==> src/hw/lsu_pkg.sv <==
`default_nettype none

package lsu_pkg;

    localparam int ADDR_W  = 32;
    localparam int CREDITS = 4;
    localparam int PTR_W   = $clog2(CREDITS);
    localparam int CNT_W   = $clog2(CREDITS + 1);

    // addr, wdata and opcode words plus 15 control bits
    localparam int ENTRY_W = 3 * ADDR_W + 15;
    localparam int PEND_W  = 7; // subtype and byte offset

    typedef enum logic [3:0] {
        CLS_MEM    = 4'd5,
        CLS_ATOMIC = 4'd6,
        CLS_IBAR   = 4'd9
    } mem_class_e;

    typedef enum logic [4:0] {
        SUB_LD_B  = 5'd0,
        SUB_LD_H  = 5'd1,
        SUB_LD_W  = 5'd2,
        SUB_ST_B  = 5'd3,
        SUB_ST_H  = 5'd4,
        SUB_ST_W  = 5'd5,
        SUB_LD_BU = 5'd6,
        SUB_LD_HU = 5'd7,
        SUB_CACOP = 5'd8
    } mem_sub_e;

    // atomic class reuses the low subtype codes
    localparam mem_sub_e SUB_LL = SUB_LD_B;
    localparam mem_sub_e SUB_SC = SUB_LD_H;

    typedef enum logic [2:0] {
        TGT_ICACHE = 3'd0,
        TGT_DCACHE = 3'd1,
        TGT_L2     = 3'd2
    } cache_tgt_e;

    localparam logic [ADDR_W-1:0] IBAR_OPCODE = {1'b1, {(ADDR_W - 1){1'b0}}};

endpackage

`default_nettype wire
==> src/hw/lsu_top.sv <==
`timescale 1ns/1ps
`default_nettype none

module lsu_top (
    input  wire         clk,
    input  wire         rst_n,
    input  wire         op_valid,
    input  wire  [31:0] ctr,
    input  wire  [31:0] base,
    input  wire  [31:0] imm,
    input  wire  [31:0] store_data,
    input  wire  [15:0] cacop_arg,
    output logic        op_ready,
    output logic        req_valid,
    output logic [31:0] req_addr,
    output logic [31:0] req_wdata,
    output logic        req_write,
    output logic [3:0]  req_wstrb,
    output logic [31:0] req_cache_opcode,
    output logic        req_dcache_op,
    output logic        req_icache_op,
    output logic        req_l2cache_op,
    output logic        req_cacop_ibar,
    input  wire         credit_ret,
    input  wire         resp_valid,
    input  wire  [31:0] resp_rdata,
    output logic        wb_valid,
    output logic [31:0] wb_data,
    output logic        misalign
);

    logic        op_fire;
    logic        a_valid;
    logic [31:0] a_addr;
    logic [31:0] a_wdata;
    logic        a_write;
    logic [3:0]  a_wstrb;
    logic [4:0]  a_sub;
    logic        a_is_load;
    logic [31:0] a_cache_opcode;
    logic        a_dcache_op;
    logic        a_icache_op;
    logic        a_l2cache_op;
    logic        a_cacop_ibar;
    logic        ld_push;
    logic [4:0]  ld_sub;
    logic [1:0]  ld_off;

    assign op_fire = op_valid && op_ready; // execute handshake

    lsu_agen u_agen (
        .clk(clk), .rst_n(rst_n), .op_valid(op_fire),
        .ctr(ctr), .base(base), .imm(imm), .store_data(store_data), .cacop_arg(cacop_arg),
        .a_valid(a_valid), .a_addr(a_addr), .a_wdata(a_wdata), .a_write(a_write),
        .a_wstrb(a_wstrb), .a_sub(a_sub), .a_is_load(a_is_load),
        .a_cache_opcode(a_cache_opcode), .a_dcache_op(a_dcache_op),
        .a_icache_op(a_icache_op), .a_l2cache_op(a_l2cache_op),
        .a_cacop_ibar(a_cacop_ibar), .misalign(misalign)
    );

    lsu_issue_buf u_issue_buf (
        .clk(clk), .rst_n(rst_n),
        .a_valid(a_valid), .a_addr(a_addr), .a_wdata(a_wdata), .a_write(a_write),
        .a_wstrb(a_wstrb), .a_sub(a_sub), .a_is_load(a_is_load),
        .a_cache_opcode(a_cache_opcode), .a_dcache_op(a_dcache_op),
        .a_icache_op(a_icache_op), .a_l2cache_op(a_l2cache_op),
        .a_cacop_ibar(a_cacop_ibar), .credit_ret(credit_ret), .op_ready(op_ready),
        .req_valid(req_valid), .req_addr(req_addr), .req_wdata(req_wdata),
        .req_write(req_write), .req_wstrb(req_wstrb), .req_cache_opcode(req_cache_opcode),
        .req_dcache_op(req_dcache_op), .req_icache_op(req_icache_op),
        .req_l2cache_op(req_l2cache_op), .req_cacop_ibar(req_cacop_ibar),
        .ld_push(ld_push), .ld_sub(ld_sub), .ld_off(ld_off)
    );

    lsu_load_align u_load_align (
        .clk(clk), .rst_n(rst_n),
        .ld_push(ld_push), .ld_sub(ld_sub), .ld_off(ld_off),
        .resp_valid(resp_valid), .resp_rdata(resp_rdata),
        .wb_valid(wb_valid), .wb_data(wb_data)
    );

endmodule

`default_nettype wire

==> src/hw/lsu_load_align.sv <==
`timescale 1ns/1ps
`default_nettype none

module lsu_load_align (
    input  wire         clk,
    input  wire         rst_n,
    input  wire         ld_push,
    input  wire  [4:0]  ld_sub,
    input  wire  [1:0]  ld_off,
    input  wire         resp_valid,
    input  wire  [31:0] resp_rdata,
    output logic        wb_valid,
    output logic [31:0] wb_data
);

    logic [lsu_pkg::PEND_W-1:0] pend [lsu_pkg::CREDITS];
    logic [lsu_pkg::PTR_W-1:0]  wr_ptr;
    logic [lsu_pkg::PTR_W-1:0]  rd_ptr;
    logic [lsu_pkg::CNT_W-1:0]  count;
    logic [4:0]                 head_sub;
    logic [1:0]                 head_off;
    logic [31:0]                shifted;
    logic [31:0]                ext;

    assign {head_sub, head_off} = pend[rd_ptr];
    assign shifted = resp_rdata >> {head_off, 3'b000}; // wanted lane down to bit 0

    always_comb begin
        case (lsu_pkg::mem_sub_e'(head_sub))
            lsu_pkg::SUB_LD_B:  ext = {{24{shifted[7]}}, shifted[7:0]};
            lsu_pkg::SUB_LD_BU: ext = {24'b0, shifted[7:0]};
            lsu_pkg::SUB_LD_H:  ext = {{16{shifted[15]}}, shifted[15:0]};
            lsu_pkg::SUB_LD_HU: ext = {16'b0, shifted[15:0]};
            default:            ext = resp_rdata; // ld.w and ll.w
        endcase
    end

    always_ff @(posedge clk) begin
        if (ld_push)
            pend[wr_ptr] <= {ld_sub, ld_off};
    end

    always_ff @(posedge clk) begin
        if (!rst_n) begin
            wr_ptr   <= '0;
            rd_ptr   <= '0;
            count    <= '0;
            wb_valid <= 1'b0;
        end else begin
            if (ld_push)
                wr_ptr <= wr_ptr + 1'b1;
            if (resp_valid)
                rd_ptr <= rd_ptr + 1'b1;
            if (ld_push && !resp_valid)
                count <= count + 1'b1;
            else if (!ld_push && resp_valid)
                count <= count - 1'b1;
            wb_valid <= resp_valid;
        end
    end

    always_ff @(posedge clk) begin
        if (resp_valid)
            wb_data <= ext;
    end

    resp_has_load: assert property (@(posedge clk) disable iff (!rst_n)
        resp_valid |-> count != '0)
        else $error("load response with no pending load");

    pend_no_overflow: assert property (@(posedge clk) disable iff (!rst_n)
        ld_push && !resp_valid |-> count != lsu_pkg::CREDITS)
        else $error("pending load queue overflow");

endmodule

`default_nettype wire

==> src/hw/lsu_issue_buf.sv <==
`timescale 1ns/1ps
`default_nettype none

module lsu_issue_buf (
    input  wire         clk,
    input  wire         rst_n,
    input  wire         a_valid,
    input  wire  [31:0] a_addr,
    input  wire  [31:0] a_wdata,
    input  wire         a_write,
    input  wire  [3:0]  a_wstrb,
    input  wire  [4:0]  a_sub,
    input  wire         a_is_load,
    input  wire  [31:0] a_cache_opcode,
    input  wire         a_dcache_op,
    input  wire         a_icache_op,
    input  wire         a_l2cache_op,
    input  wire         a_cacop_ibar,
    input  wire         credit_ret,
    output logic        op_ready,
    output logic        req_valid,
    output logic [31:0] req_addr,
    output logic [31:0] req_wdata,
    output logic        req_write,
    output logic [3:0]  req_wstrb,
    output logic [31:0] req_cache_opcode,
    output logic        req_dcache_op,
    output logic        req_icache_op,
    output logic        req_l2cache_op,
    output logic        req_cacop_ibar,
    output logic        ld_push,
    output logic [4:0]  ld_sub,
    output logic [1:0]  ld_off
);

    logic [lsu_pkg::ENTRY_W-1:0] mem [lsu_pkg::CREDITS];
    logic [lsu_pkg::PTR_W-1:0]   wr_ptr;
    logic [lsu_pkg::PTR_W-1:0]   rd_ptr;
    logic [lsu_pkg::CNT_W-1:0]   count;
    logic [lsu_pkg::CNT_W-1:0]   count_nxt;
    logic [lsu_pkg::CNT_W-1:0]   credits;
    logic                        h_write;
    logic                        h_load;
    logic                        h_dc;
    logic                        h_ic;
    logic                        h_l2;
    logic                        h_ci;

    assign {req_addr, req_wdata, req_cache_opcode, h_write, req_wstrb, ld_sub, h_load,
            h_dc, h_ic, h_l2, h_ci} = mem[rd_ptr];

    assign req_valid      = (count != '0) && (credits != '0);
    assign req_write      = req_valid && h_write;
    assign req_dcache_op  = req_valid && h_dc;
    assign req_icache_op  = req_valid && h_ic;
    assign req_l2cache_op = req_valid && h_l2;
    assign req_cacop_ibar = req_valid && h_ci;
    assign ld_push        = req_valid && h_load;
    assign ld_off         = req_addr[1:0];

    always_comb begin
        count_nxt = count;
        if (a_valid && !req_valid)
            count_nxt = count + 1'b1;
        else if (!a_valid && req_valid)
            count_nxt = count - 1'b1;
    end

    always_ff @(posedge clk) begin
        if (a_valid)
            mem[wr_ptr] <= {a_addr, a_wdata, a_cache_opcode, a_write, a_wstrb, a_sub, a_is_load,
                            a_dcache_op, a_icache_op, a_l2cache_op, a_cacop_ibar};
    end

    always_ff @(posedge clk) begin
        if (!rst_n) begin
            wr_ptr   <= '0;
            rd_ptr   <= '0;
            count    <= '0;
            credits  <= lsu_pkg::CNT_W'(lsu_pkg::CREDITS);
            op_ready <= 1'b1;
        end else begin
            if (a_valid)
                wr_ptr <= wr_ptr + 1'b1;
            if (req_valid)
                rd_ptr <= rd_ptr + 1'b1;
            count <= count_nxt;
            if (req_valid && !credit_ret)
                credits <= credits - 1'b1;
            else if (!req_valid && credit_ret)
                credits <= credits + 1'b1;
            op_ready <= (count_nxt <= lsu_pkg::CREDITS - 2); // room for agen slot too
        end
    end

    credit_bound: assert property (@(posedge clk) disable iff (!rst_n)
        credits <= lsu_pkg::CREDITS)
        else $error("cache returned more credits than granted");

    no_overflow: assert property (@(posedge clk) disable iff (!rst_n)
        a_valid |-> count != lsu_pkg::CREDITS)
        else $error("agen wrote into a full issue FIFO");

endmodule

`default_nettype wire

==> src/hw/lsu_agen.sv <==
`timescale 1ns/1ps
`default_nettype none

module lsu_agen (
    input  wire         clk,
    input  wire         rst_n,
    input  wire         op_valid,
    input  wire  [31:0] ctr,
    input  wire  [31:0] base,
    input  wire  [31:0] imm,
    input  wire  [31:0] store_data,
    input  wire  [15:0] cacop_arg,
    output logic        a_valid,
    output logic [31:0] a_addr,
    output logic [31:0] a_wdata,
    output logic        a_write,
    output logic [3:0]  a_wstrb,
    output logic [4:0]  a_sub,
    output logic        a_is_load,
    output logic [31:0] a_cache_opcode,
    output logic        a_dcache_op,
    output logic        a_icache_op,
    output logic        a_l2cache_op,
    output logic        a_cacop_ibar,
    output logic        misalign
);

    lsu_pkg::mem_class_e cls;
    lsu_pkg::mem_sub_e   sub;
    lsu_pkg::mem_sub_e   eff_sub;
    lsu_pkg::cache_tgt_e tgt;

    logic [31:0] addr;
    logic [31:0] wdata;
    logic [3:0]  wstrb;
    logic [31:0] opcode;
    logic        is_mem;
    logic        is_load;
    logic        half_bad;
    logic        dc_op;
    logic        ic_op;
    logic        l2_op;
    logic        cop_ibar;
    logic        take;

    assign cls  = lsu_pkg::mem_class_e'(ctr[3:0]);
    assign sub  = lsu_pkg::mem_sub_e'(ctr[11:7]);
    assign tgt  = lsu_pkg::cache_tgt_e'(cacop_arg[2:0]);
    assign addr = base + imm;

    always_comb begin
        is_mem   = 1'b0;
        is_load  = 1'b0;
        half_bad = 1'b0;
        eff_sub  = sub;
        wdata    = '0;
        wstrb    = '0;
        opcode   = '0;
        dc_op    = 1'b0;
        ic_op    = 1'b0;
        l2_op    = 1'b0;
        cop_ibar = 1'b0;
        case (cls)
            lsu_pkg::CLS_MEM: begin
                is_mem = 1'b1;
                case (sub)
                    lsu_pkg::SUB_LD_B, lsu_pkg::SUB_LD_BU: begin
                        is_load = 1'b1;
                        wstrb   = 4'b0001 << addr[1:0];
                    end
                    lsu_pkg::SUB_LD_H, lsu_pkg::SUB_LD_HU: begin
                        is_load  = 1'b1;
                        wstrb    = addr[1] ? 4'b1100 : 4'b0011;
                        half_bad = addr[0];
                    end
                    lsu_pkg::SUB_LD_W: begin
                        is_load = 1'b1;
                        wstrb   = 4'b1111;
                    end
                    lsu_pkg::SUB_ST_B: begin
                        wstrb = 4'b0001 << addr[1:0];
                        wdata = {24'b0, store_data[7:0]} << {addr[1:0], 3'b000};
                    end
                    lsu_pkg::SUB_ST_H: begin
                        wstrb    = addr[1] ? 4'b1100 : 4'b0011;
                        wdata    = {16'b0, store_data[15:0]} << {addr[1], 4'b0000};
                        half_bad = addr[0];
                    end
                    lsu_pkg::SUB_ST_W: begin
                        wstrb = 4'b1111;
                        wdata = store_data;
                    end
                    lsu_pkg::SUB_CACOP: begin
                        case (tgt)
                            lsu_pkg::TGT_ICACHE: ic_op = 1'b1;
                            lsu_pkg::TGT_DCACHE: dc_op = 1'b1;
                            lsu_pkg::TGT_L2:     l2_op = 1'b1;
                            default: ;
                        endcase
                        opcode   = {16'b0, cacop_arg};
                        cop_ibar = 1'b1;
                    end
                    default: ;
                endcase
            end
            lsu_pkg::CLS_ATOMIC: begin
                is_mem = 1'b1;
                if (sub == lsu_pkg::SUB_LL) begin
                    is_load = 1'b1;
                    wstrb   = 4'b1111;
                    eff_sub = lsu_pkg::SUB_LD_W; // aligner sees a plain word
                end else if (sub == lsu_pkg::SUB_SC) begin
                    wstrb   = 4'b1111;
                    wdata   = store_data;
                    eff_sub = lsu_pkg::SUB_ST_W;
                end
            end
            lsu_pkg::CLS_IBAR: begin
                is_mem   = 1'b1;
                opcode   = lsu_pkg::IBAR_OPCODE;
                ic_op    = 1'b1;
                cop_ibar = 1'b1;
            end
            default: ;
        endcase
    end

    assign take = op_valid && is_mem && !half_bad;

    always_ff @(posedge clk) begin
        if (!rst_n) begin
            a_valid      <= 1'b0;
            misalign     <= 1'b0;
            a_dcache_op  <= 1'b0;
            a_icache_op  <= 1'b0;
            a_l2cache_op <= 1'b0;
            a_cacop_ibar <= 1'b0;
        end else begin
            a_valid      <= take;
            misalign     <= op_valid && half_bad; // dropped, never enqueued
            a_dcache_op  <= take && dc_op;
            a_icache_op  <= take && ic_op;
            a_l2cache_op <= take && l2_op;
            a_cacop_ibar <= take && cop_ibar;
        end
    end

    always_ff @(posedge clk) begin
        a_addr         <= addr;
        a_wdata        <= wdata;
        a_write        <= ctr[5];
        a_wstrb        <= wstrb;
        a_sub          <= eff_sub;
        a_is_load      <= is_load;
        a_cache_opcode <= opcode;
    end

endmodule

`default_nettype wire

==> config.mk <==
export PLATFORM = sky130hd
export DESIGN_NAME = lsu_top
export DESIGN_NICKNAME = d
export VERILOG_FILES = /design/src/hw/lsu_pkg.sv /design/src/hw/lsu_top.sv /design/src/hw/lsu_load_align.sv /design/src/hw/lsu_issue_buf.sv /design/src/hw/lsu_agen.sv
export SDC_FILE = /design/constraint.sdc
export NUM_CORES = 1
export LEC_CHECK = 0
export BUFFER_PORTS_ARGS = -buffer_cell sky130_fd_sc_hd__buf_4
export CORE_MARGIN = 2
export CORE_UTILIZATION = 48
export CTS_BUF_LIST = sky130_fd_sc_hd__clkbuf_8
export DETAILED_ROUTE_END_ITERATION = 12
export GPL_TIMING_DRIVEN = 0
export PLACE_DENSITY_LB_ADDON = 0.25
export RECOVER_POWER = 100
export SLEW_MARGIN = 20
export SYNTH_ARGS = -nofsm -noshare
export SYNTH_HDL_FRONTEND = slang
export SYNTH_SLANG_ARGS = --single-unit
==> constraint.sdc <==
create_clock -name clk -period 3.45 [get_ports clk]
set_input_delay 0.345 -clock clk [delete_from_list [all_inputs] [get_ports clk]]
set_output_delay 0.345 -clock clk [all_outputs]
set_load 0.01 [all_outputs]
==> metrics <==
nets=1,994; Die ar.=47,700 um^2; Post-Synthesis Cells=1,280; post-synthesis sequential area ratio=0.712; Synth Area in Simple Gates=0.0533; startpoint types=input port; Place WS=0.460 ns; Mapped Area=22,100 um^2; Max clock buf depth=3; clock sinks=roughly 560; initial antenna violation count=6; met3 global-route usage=0.0597; depth of the CTS H-tree=3; Slew HR=-0.435; Max VDD drop=279 uV; grt peak-use layer=met2; remaining routing DRC violations=0; Routed WL=between 40,000 and 50,000 um; number of unique standard cell types used by synthesis=74; FF+latch count, synth=approximately 560; Main synth FF type=edfxtp_1; DP HPWL=32,700 um; Critical Path RT=4.02 ns; Worst-Skew Late Latency=0.63 ns; number of global-route vias before repair=13,373; Worst-path clk slew=around 0.060 ns; post-route minimum period=3.30 ns; fmax=~300 MHz; fin worst setup slack=roughly 0.15 ns; Placed Cells incl. Taps=~2,200; post-synthesis adder-cell area fraction=0.0262; Hold WC Path Type=in -> reg; Initial DRT Pass Iterations=6; failing checks=max-capacitance violations, max-slew violations; met1 global-route usage=0.255; fraction of registers with async set/reset=0; largest family of logic cells by synthesized area=multiplexers; WL/cell=about 20 um; CORE AREA=45,400 um^2; yosys warns=0; Max-Cap Viols=5; Mean Syn Cell Area=17.2 um^2; XOR/XNOR Fraction of Synth Area=0.0171; Setup-failing EPs final=0; I/O Buffers=283; GRT met2 Usage=0.340; Routed Antenna Nets=0; max-slew violations=161; Tcrit/Tclk final=0.957; power after layout=16,700 uW; I/O pin total=between 300 and 400; vias=12,740; TritonCTS clock tree=yes; Iter 0 DRT Violations=between 700 and 800; Initial Util=0.486; worst-path fanout max=9; GRT Overall Usage=0.205; sum of negative setup slack=0 ns; post-route non-filler standard cell count=2,443; crit path DAT=3.88 ns; via/cell ratio=about 5.2; Setup Crit Path Kind=in -> reg; row cnt=78; share of layout cells above drive strength 1=0.251; top-count cell post-synth=edfxtp_1; Synth top cells by count=edfxtp_1, dfxtp_1, mux4_2; RD Place Congestion=0.916; status=complete, but fails checks; compound-gate portion of the synthesized area=0.0609; number of synthesized flops with an enable pin=~440; postcts setup bufs=0; Root Driver=clkbuf_8; RSZ-0062 raised after global routing=no; Leak=0.0102 uW; Synth area leaders=edfxtp_1, dfxtp_1, mux4_2; clk_skew=0.0187 ns; Synth area leader=edfxtp_1; Critical Path End Type=register; post-synth top area share=0.605; post-synthesis mux area share=0.111; CTS buffer count=87; Overflow after GRT=0; largest net degree at the start of global routing=44; Worst-Margin Slew=2.15 ns; area growth from synthesis to layout=23.8%; PwrDens=613 nW/um^2; die width=218 um; Die Ht=218 um; Hold Vio Cnt, Final=0; first-pass GRT wire length=73,900 um
[cells in the final DEF, fill, tap and decap left out, types with 38 or more instances in the layout]
cell / count
edfxtp_1: 444
buf_4: 172
clkbuf_1: 129
dfxtp_1: 118
mux4_2: 101
dlygate4sd3_1: 94
clkbuf_8: 93
nand2_1: 60
a21oi_1: 60
inv_1: 57
ha_1: 43
o21ai_0: 39
nor2_1: 38
[power breakdown]
group | internal, uW | switching (uW)
clock | 2820 | 2490
combinational | 1620 | 2010
sequential | 7660 | 142
total | 12100 | 4640
[repair_timing]
item                                    in CTS  in global routing
endpoints found under the hold margin       90                  0
hold buffers                                94                  0
endpoints found under the setup margin      50                  1
resized for setup                            3                  2
[sequential cells by signal, summed over array words and instances (netlist names), named ones only]
signal / count
u_agen.a_cache_opcode: 17
u_agen.a_write: 1
u_agen.a_valid: 1
u_load_align.wb_data: 32
u_agen.a_wdata: 32
u_load_align.pend: 28
u_agen.a_cacop_ibar: 1
u_agen.a_dcache_op: 1
u_agen.a_sub: 5
u_load_align.wb_valid: 1
u_agen.a_is_load: 1
u_agen.a_addr: 32
u_agen.a_wstrb: 4
u_agen.a_icache_op: 1
u_agen.misalign: 1
u_issue_buf.mem: 384
u_issue_buf.count: 3
u_issue_buf.op_ready: 1
u_load_align.rd_ptr: 2
u_agen.a_l2cache_op: 1
u_issue_buf.wr_ptr: 2
u_load_align.wr_ptr: 2
u_issue_buf.rd_ptr: 2
u_issue_buf.credits: 3
[kinds of logic (layout without fill, tap and decap cells)]
kind of cell             count (synthesis)  count (layout)
AO/OA/AOI/OAI                          204             204
XOR/XNOR                                41              41
adder cells (fa/ha/maj)                 45              45
buffers and inverters                   90             637
flip-flops                             562             562
multiplexers                           117             117
other                                    1              17
AND/OR/NAND/NOR                        220             220
[layout make-up]
class | instances | area (um^2)
Antenna cell | 2 | 5.00
Buffer | 65 | 345
Clock buffer | 93 | 1280
Clock inverter | 69 | 419
Fill cell | 3567 | 18100
Inverter | 25 | 93.8
Multi-Input combinational cell | 642 | 5920
Sequential cell | 562 | 15700
Tap cell | 600 | 751
Timing Repair Buffer | 385 | 2800
[worst max-delay path, stage by stage]
cell,delay (ns)
dlygate4sd3_1,0.53
clkbuf_1,0.13
and4bb_1,0.47
and2_2,0.27
or3b_2,0.45
clkbuf_1,0.24
nor2_1,0.60
a22o_1,0.25
dlygate4sd3_1,0.58
[stage by stage]
stage | utilization | instance area [um^2] | hold slack, ns
final | 0.602 | 27300 | 0.0503
after global routing | 0.602 | 27300 | 0.0141
after CTS | 0.613 | 27800 | 0.00412
after detailed placement | 0.555 | 25200 | 0.453
after global placement | 0.550 | 25000 | 0.446
after floorplan | - | 22100 | 0.373
[worst paths after layout]
path	from	endpoint	slack [ns]	cells after the start
worst max-delay path	ctr[1]	u_agen.a_wdata[21]$_DFF_P_	0.15	9
worst min-delay path	store_data[27]	u_agen.a_wdata[27]$_DFF_P_	0.05	3
worst max register to register	u_agen.a_valid$_SDFF_PN0_	u_issue_buf.mem[2][106]$_DFFE_PP_	0.26	4
worst min register to register	u_agen.a_cache_opcode[6]$_DFF_P_	u_issue_buf.mem[1][21]$_DFFE_PP_	0.46	0
[routing by layer]
layer / wire (um) / part of all wire
met4: 1340 / 0.028
met1: 19500 / 0.40
met5: 57 / 0.0012
met2: 23800 / 0.49
met3: 3750 / 0.077
Note: power is estimated with default switching activity, not from simulation.
